## src/hdl/mmu_pkg.sv

```systemverilog
//##########################################################
// mmu_pkg: shared Sv32 constants, access and privilege
// encodings, fault causes and the virtual address layout
//##########################################################
package mmu_pkg;

    localparam int XLEN      = 32;
    localparam int PAGE_BITS = 12;
    localparam int VPN_BITS  = 10;
    localparam int PPN_BITS  = 20;

    // kind value is the bit index into {X, W, R}
    typedef enum logic [1:0] {
        ACC_READ  = 2'd0,
        ACC_WRITE = 2'd1,
        ACC_CODE  = 2'd2
    } acc_kind_e;

    localparam logic [1:0] PRIV_U = 2'd0;
    localparam logic [1:0] PRIV_S = 2'd1;
    localparam logic [1:0] PRIV_M = 2'd3;

    // PTE flag positions
    localparam int PTE_V = 0;
    localparam int PTE_R = 1;
    localparam int PTE_W = 2;
    localparam int PTE_X = 3;
    localparam int PTE_U = 4;
    localparam int PTE_A = 6;
    localparam int PTE_D = 7;

    localparam logic [XLEN-1:0] PTE_A_MASK = 32'h0000_0040;
    localparam logic [XLEN-1:0] PTE_D_MASK = 32'h0000_0080;

    localparam logic [XLEN-1:0] CAUSE_FETCH_PF = 32'd12;
    localparam logic [XLEN-1:0] CAUSE_LOAD_PF  = 32'd13;
    localparam logic [XLEN-1:0] CAUSE_STORE_PF = 32'd15;

    // walker states, also decoded by the memory port mux
    localparam logic [2:0] ST_IDLE  = 3'd0;
    localparam logic [2:0] ST_RD1   = 3'd1;
    localparam logic [2:0] ST_WAIT1 = 3'd2;
    localparam logic [2:0] ST_RD0   = 3'd3;
    localparam logic [2:0] ST_WAIT0 = 3'd4;
    localparam logic [2:0] ST_WB    = 3'd5;
    localparam logic [2:0] ST_RESP  = 3'd6;

    // one virtual address, seen by the walk or by the TLB lookup
    typedef union packed {
        struct packed {
            logic [VPN_BITS-1:0]  vpn1;
            logic [VPN_BITS-1:0]  vpn0;
            logic [PAGE_BITS-1:0] offset;
        } walk;
        struct packed {
            logic [PPN_BITS-1:0]  vpn;
            logic [PAGE_BITS-1:0] offset;
        } look;
    } va_u;

endpackage

```

## src/hdl/tlb_cache.sv

```systemverilog
//##########################################################
// tlb_cache: direct-mapped translation cache, one per
// access kind, cleared by reset or flush
//##########################################################
`timescale 1ns/1ps

module tlb_cache #(
    parameter int TLB_ENTRIES = 16
) (
    input  logic                         CLK,
    input  logic                         reset,
    input  logic                         flush,
    input  logic [mmu_pkg::PPN_BITS-1:0] lookup_vpn,
    input  logic                         fill_we,
    input  logic [mmu_pkg::PPN_BITS-1:0] fill_vpn,
    input  logic [mmu_pkg::PPN_BITS-1:0] fill_ppn,
    output logic                         hit,
    output logic [mmu_pkg::PPN_BITS-1:0] ppn
);
    import mmu_pkg::*;

    localparam int IDX_BITS = $clog2(TLB_ENTRIES);
    localparam int TAG_BITS = PPN_BITS - IDX_BITS;

    logic [TLB_ENTRIES-1:0] valid;
    logic [TAG_BITS-1:0]    tag_mem [TLB_ENTRIES];
    logic [PPN_BITS-1:0]    ppn_mem [TLB_ENTRIES];
    logic [IDX_BITS-1:0]    look_idx;
    logic [IDX_BITS-1:0]    fill_idx;
    logic [TAG_BITS-1:0]    look_tag;
    logic [TAG_BITS-1:0]    fill_tag;

    // low page number bits pick the slot, the rest is the tag
    assign {look_tag, look_idx} = lookup_vpn;
    assign {fill_tag, fill_idx} = fill_vpn;

    always_ff @(posedge CLK) begin
        if (reset || flush) begin
            valid <= '0;
        end else if (fill_we) begin
            valid[fill_idx] <= 1'b1;
        end
    end

    always_ff @(posedge CLK) begin
        if (fill_we) begin
            tag_mem[fill_idx] <= fill_tag;
            ppn_mem[fill_idx] <= fill_ppn;
        end
    end

    // combinational lookup
    assign hit = valid[look_idx] && (tag_mem[look_idx] == look_tag);
    assign ppn = ppn_mem[look_idx];

endmodule

```

## src/hdl/pte_check.sv

```systemverilog
//##########################################################
// pte_check: decodes one PTE into leaf, pointer or fault
// and builds the A/D update word
//##########################################################
`timescale 1ns/1ps

module pte_check (
    input  logic [mmu_pkg::XLEN-1:0] pte,
    input  logic                     level,
    input  mmu_pkg::acc_kind_e       kind,
    input  logic [1:0]               priv,
    input  logic                     mxr,
    input  logic                     sum,
    output logic                     is_leaf,
    output logic                     is_fault,
    output logic                     needs_update,
    output logic [mmu_pkg::XLEN-1:0] update_word
);
    import mmu_pkg::*;

    localparam int PPN_LSB = 10;

    logic [2:0] xwr;
    logic [2:0] eff_xwr;
    logic       reserved;
    logic       pointer;
    logic       priv_bad;
    logic       perm_bad;
    logic       misaligned;

    assign xwr      = {pte[PTE_X], pte[PTE_W], pte[PTE_R]};
    // MXR makes executable pages readable
    assign eff_xwr  = {xwr[2], xwr[1], xwr[0] | (mxr & xwr[2])};
    assign reserved = pte[PTE_W] & ~pte[PTE_R];
    assign pointer  = (xwr == 3'b000);

    // S mode never fetches from user pages, SUM only opens data access
    assign priv_bad = (priv == PRIV_S && pte[PTE_U] && (!sum || kind == ACC_CODE)) ||
                      (priv == PRIV_U && !pte[PTE_U]);
    assign perm_bad = !eff_xwr[kind];
    // megapage needs its PPN[0] clear
    assign misaligned = level && (pte[PPN_LSB +: VPN_BITS] != '0);

    assign is_leaf  = pte[PTE_V] && !reserved && !pointer;
    assign is_fault = !pte[PTE_V] || reserved || (pointer && !level) ||
                      (is_leaf && (priv_bad || perm_bad || misaligned));

    assign needs_update = !pte[PTE_A] || (kind == ACC_WRITE && !pte[PTE_D]);
    assign update_word  = pte | PTE_A_MASK | ((kind == ACC_WRITE) ? PTE_D_MASK : '0);

endmodule

```

## src/hdl/page_walker.sv

```systemverilog
//##########################################################
// page_walker: request FSM covering bypass, TLB hit, the
// two-level Sv32 walk and the A/D write-back
//##########################################################
`timescale 1ns/1ps

module page_walker (
    input  logic                         CLK,
    input  logic                         reset,
    input  logic                         req_valid,
    input  mmu_pkg::acc_kind_e           req_kind,
    input  logic [mmu_pkg::XLEN-1:0]     vaddr,
    input  logic [1:0]                   priv,
    input  logic [mmu_pkg::XLEN-1:0]     satp,
    input  logic                         mxr,
    input  logic                         sum,
    output logic                         req_ready,
    output logic                         resp_valid,
    output logic [mmu_pkg::XLEN-1:0]     resp_paddr,
    output logic                         resp_fault,
    output logic [mmu_pkg::XLEN-1:0]     resp_cause,
    input  logic                         hit_code,
    input  logic [mmu_pkg::PPN_BITS-1:0] ppn_code,
    input  logic                         hit_load,
    input  logic [mmu_pkg::PPN_BITS-1:0] ppn_load,
    input  logic                         hit_store,
    input  logic [mmu_pkg::PPN_BITS-1:0] ppn_store,
    input  logic                         chk_leaf,
    input  logic                         chk_fault,
    input  logic                         chk_update,
    output mmu_pkg::acc_kind_e           chk_kind,
    output logic [1:0]                   chk_priv,
    output logic                         chk_mxr,
    output logic                         chk_sum,
    output logic [2:0]                   walk_state,
    output logic [mmu_pkg::XLEN-1:0]     pte_q,
    output logic                         walk_level,
    output logic [mmu_pkg::XLEN-1:0]     pte_addr,
    output logic                         fill_we_code,
    output logic                         fill_we_load,
    output logic                         fill_we_store,
    output logic [mmu_pkg::PPN_BITS-1:0] fill_vpn,
    output logic [mmu_pkg::PPN_BITS-1:0] fill_ppn,
    input  logic                         mem_busy,
    input  logic                         mem_rvalid,
    input  logic [mmu_pkg::XLEN-1:0]     mem_rdata
);
    import mmu_pkg::*;

    localparam int PPN_LSB = 10;

    logic [2:0]          state;
    logic                got_pte;
    logic                walked;
    logic                fault_q;
    logic                level_q;
    va_u                 va_in;
    va_u                 va_q;
    acc_kind_e           kind_q;
    logic [1:0]          priv_q;
    logic                mxr_q;
    logic                sum_q;
    logic [XLEN-1:0]     addr_q;
    logic [XLEN-1:0]     paddr_q;
    logic [XLEN-1:0]     leaf_paddr;
    logic                accept;
    logic                bypass;
    logic                hit_sel;
    logic [PPN_BITS-1:0] ppn_sel;
    logic                in_wait;
    logic                decide;

    assign va_in   = vaddr;
    assign accept  = (state == ST_IDLE) && req_valid;
    assign bypass  = (priv == PRIV_M) || !satp[XLEN-1];
    assign in_wait = (state == ST_WAIT1) || (state == ST_WAIT0);
    // verdict is taken one cycle after the PTE lands
    assign decide  = in_wait && got_pte;

    always_comb begin
        case (req_kind)
            ACC_CODE:  {hit_sel, ppn_sel} = {hit_code, ppn_code};
            ACC_WRITE: {hit_sel, ppn_sel} = {hit_store, ppn_store};
            default:   {hit_sel, ppn_sel} = {hit_load, ppn_load};
        endcase
    end

    // megapage keeps vpn0 from the virtual address
    assign leaf_paddr = level_q ?
        {pte_q[PPN_LSB+VPN_BITS +: VPN_BITS], va_q.walk.vpn0, va_q.walk.offset} :
        {pte_q[PPN_LSB +: PPN_BITS], va_q.walk.offset};

    always_ff @(posedge CLK) begin
        if (reset) begin
            state   <= ST_IDLE;
            got_pte <= 1'b0;
            walked  <= 1'b0;
            fault_q <= 1'b0;
        end else begin
            case (state)
                ST_IDLE: begin
                    if (req_valid) begin
                        fault_q <= 1'b0;
                        walked  <= !(bypass || hit_sel);
                        state   <= (bypass || hit_sel) ? ST_RESP : ST_RD1;
                    end
                end
                ST_RD1: begin
                    if (!mem_busy)
                        state <= ST_WAIT1;
                end
                ST_RD0: begin
                    if (!mem_busy)
                        state <= ST_WAIT0;
                end
                ST_WAIT1, ST_WAIT0: begin
                    if (mem_rvalid)
                        got_pte <= 1'b1;
                    if (got_pte) begin
                        got_pte <= 1'b0;
                        if (chk_fault) begin
                            fault_q <= 1'b1;
                            state   <= ST_RESP;
                        end else if (chk_leaf) begin
                            state <= chk_update ? ST_WB : ST_RESP;
                        end else begin
                            state <= ST_RD0;
                        end
                    end
                end
                ST_WB: begin
                    if (!mem_busy)
                        state <= ST_RESP;
                end
                default: state <= ST_IDLE;
            endcase
        end
    end

    // request copy, PTE and result
    always_ff @(posedge CLK) begin
        if (accept) begin
            va_q    <= va_in;
            kind_q  <= req_kind;
            priv_q  <= priv;
            mxr_q   <= mxr;
            sum_q   <= sum;
            level_q <= 1'b1;
            addr_q  <= {satp[PPN_BITS-1:0], va_in.walk.vpn1, 2'b00};
            paddr_q <= bypass ? vaddr : {ppn_sel, va_in.look.offset};
        end
        if (in_wait && mem_rvalid)
            pte_q <= mem_rdata;
        if (decide) begin
            if (chk_fault) begin
                paddr_q <= '0;
            end else if (chk_leaf) begin
                paddr_q <= leaf_paddr;
            end else begin
                level_q <= 1'b0;
                addr_q  <= {pte_q[PPN_LSB +: PPN_BITS], va_q.walk.vpn0, 2'b00};
            end
        end
    end

    assign req_ready  = (state == ST_IDLE);
    assign resp_valid = (state == ST_RESP);
    assign resp_paddr = paddr_q;
    assign resp_fault = fault_q;

    always_comb begin
        if (!fault_q)
            resp_cause = '0;
        else if (kind_q == ACC_CODE)
            resp_cause = CAUSE_FETCH_PF;
        else if (kind_q == ACC_WRITE)
            resp_cause = CAUSE_STORE_PF;
        else
            resp_cause = CAUSE_LOAD_PF;
    end

    // only a successful walk fills, and only its own kind
    assign fill_we_code  = resp_valid && walked && !fault_q && (kind_q == ACC_CODE);
    assign fill_we_load  = resp_valid && walked && !fault_q && (kind_q == ACC_READ);
    assign fill_we_store = resp_valid && walked && !fault_q && (kind_q == ACC_WRITE);
    assign fill_vpn      = va_q.look.vpn;
    assign fill_ppn      = paddr_q[XLEN-1:PAGE_BITS];

    assign chk_kind   = kind_q;
    assign chk_priv   = priv_q;
    assign chk_mxr    = mxr_q;
    assign chk_sum    = sum_q;
    assign walk_state = state;
    assign walk_level = level_q;
    assign pte_addr   = addr_q;

endmodule

```

## src/hdl/mem_port_mux.sv

```systemverilog
//##########################################################
// mem_port_mux: drives the memory port from the walk state
//##########################################################
`timescale 1ns/1ps

module mem_port_mux (
    input  logic [2:0]               walk_state,
    input  logic [mmu_pkg::XLEN-1:0] pte_addr,
    input  logic [mmu_pkg::XLEN-1:0] update_word,
    input  logic                     mem_busy,
    output logic                     mem_req,
    output logic                     mem_we,
    output logic [mmu_pkg::XLEN-1:0] mem_addr,
    output logic [mmu_pkg::XLEN-1:0] mem_wdata
);
    import mmu_pkg::*;

    logic issue;

    // PTE reads and the write-back are the only bus cycles
    always_comb begin
        case (walk_state)
            ST_RD1, ST_RD0, ST_WB: issue = 1'b1;
            default:               issue = 1'b0;
        endcase
    end

    assign mem_req = issue;
    assign mem_we  = (walk_state == ST_WB);

    // address stays on the bus while memory reports busy
    assign mem_addr = (issue || mem_busy) ? pte_addr : '0;

    // updated PTE comes straight from the checker
    assign mem_wdata = mem_we ? update_word : '0;

endmodule

```

## src/hdl/mmu_top.sv

```systemverilog
//##########################################################
// mmu_top: Sv32 translation unit with split TLBs and a
// single-port page table walker
//##########################################################
`timescale 1ns/1ps

module mmu_top #(
    parameter int TLB_ENTRIES = 16
) (
    input  logic                     CLK,
    input  logic                     reset,
    input  logic                     req_valid,
    input  mmu_pkg::acc_kind_e       req_kind,
    input  logic [mmu_pkg::XLEN-1:0] vaddr,
    input  logic [1:0]               priv,
    input  logic [mmu_pkg::XLEN-1:0] satp,
    input  logic                     mxr,
    input  logic                     sum,
    input  logic                     flush,
    output logic                     req_ready,
    output logic                     resp_valid,
    output logic [mmu_pkg::XLEN-1:0] resp_paddr,
    output logic                     resp_fault,
    output logic [mmu_pkg::XLEN-1:0] resp_cause,
    output logic                     mem_req,
    output logic                     mem_we,
    output logic [mmu_pkg::XLEN-1:0] mem_addr,
    output logic [mmu_pkg::XLEN-1:0] mem_wdata,
    input  logic                     mem_busy,
    input  logic [mmu_pkg::XLEN-1:0] mem_rdata,
    input  logic                     mem_rvalid
);
    import mmu_pkg::*;

    logic                hit_code, hit_load, hit_store;
    logic [PPN_BITS-1:0] ppn_code, ppn_load, ppn_store;
    logic                fill_we_code, fill_we_load, fill_we_store;
    logic [PPN_BITS-1:0] fill_vpn, fill_ppn;
    logic                chk_leaf, chk_fault, chk_update;
    acc_kind_e           chk_kind;
    logic [1:0]          chk_priv;
    logic                chk_mxr, chk_sum;
    logic [2:0]          walk_state;
    logic [XLEN-1:0]     pte_q, pte_addr, update_word;
    logic                walk_level;

    page_walker walker (
        .CLK, .reset, .req_valid, .req_kind, .vaddr, .priv, .satp, .mxr, .sum,
        .req_ready, .resp_valid, .resp_paddr, .resp_fault, .resp_cause,
        .hit_code, .ppn_code, .hit_load, .ppn_load, .hit_store, .ppn_store,
        .chk_leaf, .chk_fault, .chk_update, .chk_kind, .chk_priv, .chk_mxr, .chk_sum,
        .walk_state, .pte_q, .walk_level, .pte_addr,
        .fill_we_code, .fill_we_load, .fill_we_store, .fill_vpn, .fill_ppn,
        .mem_busy, .mem_rvalid, .mem_rdata
    );

    pte_check pte_chk (
        .pte(pte_q), .level(walk_level), .kind(chk_kind), .priv(chk_priv),
        .mxr(chk_mxr), .sum(chk_sum), .is_leaf(chk_leaf), .is_fault(chk_fault),
        .needs_update(chk_update), .update_word
    );

    mem_port_mux port_mux (
        .walk_state, .pte_addr, .update_word, .mem_busy,
        .mem_req, .mem_we, .mem_addr, .mem_wdata
    );

    // lookup uses the live request page number
    tlb_cache #(.TLB_ENTRIES(TLB_ENTRIES)) tlb_code (
        .CLK, .reset, .flush, .lookup_vpn(vaddr[XLEN-1:PAGE_BITS]),
        .fill_we(fill_we_code), .fill_vpn, .fill_ppn, .hit(hit_code), .ppn(ppn_code)
    );

    tlb_cache #(.TLB_ENTRIES(TLB_ENTRIES)) tlb_load (
        .CLK, .reset, .flush, .lookup_vpn(vaddr[XLEN-1:PAGE_BITS]),
        .fill_we(fill_we_load), .fill_vpn, .fill_ppn, .hit(hit_load), .ppn(ppn_load)
    );

    tlb_cache #(.TLB_ENTRIES(TLB_ENTRIES)) tlb_store (
        .CLK, .reset, .flush, .lookup_vpn(vaddr[XLEN-1:PAGE_BITS]),
        .fill_we(fill_we_store), .fill_vpn, .fill_ppn, .hit(hit_store), .ppn(ppn_store)
    );

endmodule

```

## config.mk

```make
export PLATFORM = sky130hd
export DESIGN_NAME = mmu_top
export DESIGN_NICKNAME = d
export VERILOG_FILES = /design/src/hdl/mmu_pkg.sv /design/src/hdl/tlb_cache.sv /design/src/hdl/pte_check.sv /design/src/hdl/page_walker.sv /design/src/hdl/mem_port_mux.sv /design/src/hdl/mmu_top.sv
export SDC_FILE = /design/constraint.sdc
export NUM_CORES = 2
export LEC_CHECK = 0
export BUFFER_PORTS_ARGS = -buffer_cell sky130_fd_sc_hd__clkbuf_2
export CORE_MARGIN = 10
export CORE_UTILIZATION = 40
export DETAILED_ROUTE_END_ITERATION = 7
export PLACE_DENSITY_LB_ADDON = 0.15
export SYNTH_ARGS = -nofsm -noshare
export SYNTH_HDL_FRONTEND = slang
export SYNTH_SLANG_ARGS = --single-unit
```

## constraint.sdc

```tcl
create_clock -name CLK -period 6.8 [get_ports CLK]
set_input_delay 0.68 -clock CLK [delete_from_list [all_inputs] [get_ports CLK]]
set_output_delay 0.68 -clock CLK [all_outputs]
set_load 0.01 [all_outputs]
```

==> metrics <==
estimated wirelength of the detail-placed design ~120000 µm; final hold viol count 0; drt initial violations between 4000 and 5000; post_cts resized 0; average routed wire per standard cell about 33 µm; routability cong. 0.8223; layout cells sized above 1 between 20% and 30%; Layout area overhead 14.87%; setup TNS 0 ps; worst endpoint required time 7240 ps; Worst-path clk slew 60 ps; die area 204700 µm²; Residual DRC 0; status completed; RSZ-0062 raised after global routing no; crit path to tlb_code.tag_mem[5][12]$_DFFE_PP_; die height 452.5 µm; Avg Inst Size Synth 20.49 µm²; Finish-stage setup viols 0; CTS Root Cell clkbuf_16; Core Area around 190000 µm²; crit end category flip-flop; I/O pins 241; shortest period the worst path allows around 4400 ps; synthesized area 74820 µm²; Final Cycle Share 65.32%; drt first pass iters 5; Area after DPL ~79000 µm²; Crit Path Class reg -> reg; Worst Setup Start Kind flip-flop; initial antenna violation count 10; number of synthesized flops with an enable pin 1798; r2r startpoint walker.walk_state[1]$_SDFFE_PP0P_; DRT antenna net count 0; #FFs+latches synth 1917; crit path DAT 4880 ps; cell area after layout 85940 µm²; CTS tree yes; Hold Crit Class in -> reg; most used flip-flop cell after synthesis edfxtp_1; Initial Util 40.30%; flop2flop setup slack 2360 ps; largest net degree at the start of global routing 95; Post-CTS Setup Inserts 0; grt total ovfl 0; all-layer global routing usage approximately a fifth; commonest non-fill, non-tap cell in the layout edfxtp_1; Slew @ Worst Pin around 1400 ps; leakage 0.02775 µW; Hold Buf Count CTS 39; most frequent cells in the layout 1798 x edfxtp_1, 449 x mux4_2, 200 x clkbuf_16, 197 x clkbuf_2, 142 x nand2_1; CTS sink cnt 1917; max cap viols 0; WL final 217600 µm; r2r endpoint tlb_code.tag_mem[5][12]$_DFFE_PP_; Max Clock Freq 225.1 MHz; first-pass GRT wire length 303400 µm; Nets 4123; sequential element share of the synthesized area between 70 and 80%; Layout Skew roughly 42 ps; synth warn 0; fraction of registers with async set/reset 0%; port bufs ~200; maximum vdd drop 222.9 µV; Power Dens Cells 332.0 nW/µm²; CP max FO 28; CTS Buf Count 196; post-DR vias/cell 5.683; Netlist cell types 71; routed vias around 38000; FP Rows 158; clk_lat worst skew approximately 840 ps; H-tree Lvls 4; Die Wd approximately 450 µm; number of global-route vias before repair 38590; Worst Setup SP walker.walk_state[1]$_SDFFE_PP0P_; clk buf depth 3; Gate Count Post-Synth 3652; final slew viol count 0; r2r worst-path depth 5; max_slew headroom under 10%
==> synth_stat cells, types with 3 or more instances <==
library cell	n	share of area [%]
o41ai_1	3	0.035
o21ai_0	35	0.23
and3_1	5	0.042
buf_8	9	0.18
o31ai_1	3	0.030
and2_1	39	0.33
a21oi_1	53	0.35
buf_12	11	0.29
clkbuf_1	98	0.49
o221ai_1	12	0.14
mux4_2	449	14
o211ai_1	6	0.060
o2111ai_1	4	0.047
a211oi_1	9	0.090
nor3_1	20	0.13
buf_4	40	0.40
and2b_1	4	0.040
inv_1	11	0.055
a2111oi_0	4	0.047
nor2_1	165	0.83
o22ai_1	6	0.050
buf_6	19	0.29
a221oi_1	11	0.13
xor2_1	39	0.46
nand2_1	144	0.72
mux2i_1	130	1.7
nand3_1	13	0.087
a22o_1	9	0.11
buf_1	25	0.13
a22oi_1	67	0.67
o21ai_1	8	0.054
buf_2	45	0.30
o21a_1	52	0.52
nand4_1	9	0.075
a311oi_1	14	0.16
a31oi_1	38	0.32
nor2b_1	42	0.35
mux4_1	7	0.25
xnor2_1	27	0.32
dfxtp_1	119	3.2
nand2b_1	4	0.033
edfxtp_1	1798	72
nor4_1	5	0.042
==> through the flow <==
stage          hold WS, ps  instances  total power (µW)  setup slack [ps]  utilization, %
4_1_cts             0.9761       6664             28770              2319           46.27
3_5_place_dp         452.3       6256             18090              1896           42.61
3_3_place_gp         441.7       6256             18010              1961           42.61
6_report             57.03       6682             28530              2358           46.30
2_1_floorplan        435.4       3679             16510              3176               -
5_1_grt              24.31       6678             29520              2038           46.29
==> logic make-up (layout without fill, tap and decap cells) <==
family	after synthesis	after routing	share of synthesized area (%)
XOR/XNOR	66	66	0.7726
multiplexers	588	588	15.53
flip-flops	1917	1917	75.35
other	1	46	0.005012
AND/OR/NAND/NOR	463	463	2.828
adder cells (fa/ha/maj)	2	2	0.03344
AO/OA/AOI/OAI	354	354	3.331
buffers and inverters	261	766	2.151
==> flip-flops by register name, summed over array words and instances, names as in the netlist, 256 cells and up <==
name	cells
tlb_code.ppn_mem	320
tlb_load.ppn_mem	320
tlb_store.ppn_mem	320
tlb_code.tag_mem	256
tlb_load.tag_mem	256
tlb_store.tag_mem	256
==> critical path: stages, from the launching register on <==
cell     delay (ps)
dfxtp_1         730
nand2_1         170
nor4b_1         570
nand3_2         850
nor2_4          980
buf_4           660
==> how the worst min path moves through the flow <==
stage | from | endpoint | slack [ps] | cells past startpoint
6_report | vaddr[4] | walker.va_q[4]$_DFFE_PP_ | 60 | 1
5_1_grt | mem_rdata[0] | walker.pte_q[0]$_DFFE_PP_ | 20 | 1
4_1_cts | vaddr[3] | walker.va_q[3]$_DFFE_PP_ | 1 | 1
3_5_place_dp | tlb_load.valid[4]$_SDFFE_PP0P_ | tlb_load.valid[4]$_SDFFE_PP0P_ | 450 | 1
3_3_place_gp | tlb_code.valid[11]$_SDFFE_PP0P_ | tlb_code.valid[11]$_SDFFE_PP0P_ | 440 | 1
2_1_floorplan | tlb_code.valid[12]$_SDFFE_PP0P_ | tlb_code.valid[12]$_SDFFE_PP0P_ | 440 | 1
==> report_power, final <==
part           switching [µW]  leakage, µW  internal [µW]
Clock                    4610      0.00312           6110
Sequential                384       0.0172          14300
Combinational            2270      0.00744            854
Total                    7260       0.0278          21300
==> layout make-up <==
class | count | area, µm²
inverters | 14 | 61.31
fillers | 15680 | 99690
well taps | 2480 | 3103
multi-input cells | 1501 | 17350
clock buffers | 259 | 5346
flip-flops and latches | 1917 | 56400
diodes | 18 | 45.04
clock inverters | 110 | 1055
repair buffers | 383 | 2586
==> metal layers <==
| layer | vias up | routed length (µm) | track usage [%] |
|---|---|---|---|
| li1 | 15730 | - | - |
| met1 | 20710 | 91530 | 28.72 |
| met2 | 1265 | 108500 | 34.47 |
| met3 | 269 | 12240 | 3.220 |
| met4 | 0 | 5259 | 5.701 |
| met5 | - | 0 | 0 |
Note: power is estimated with default switching activity, not from simulation.
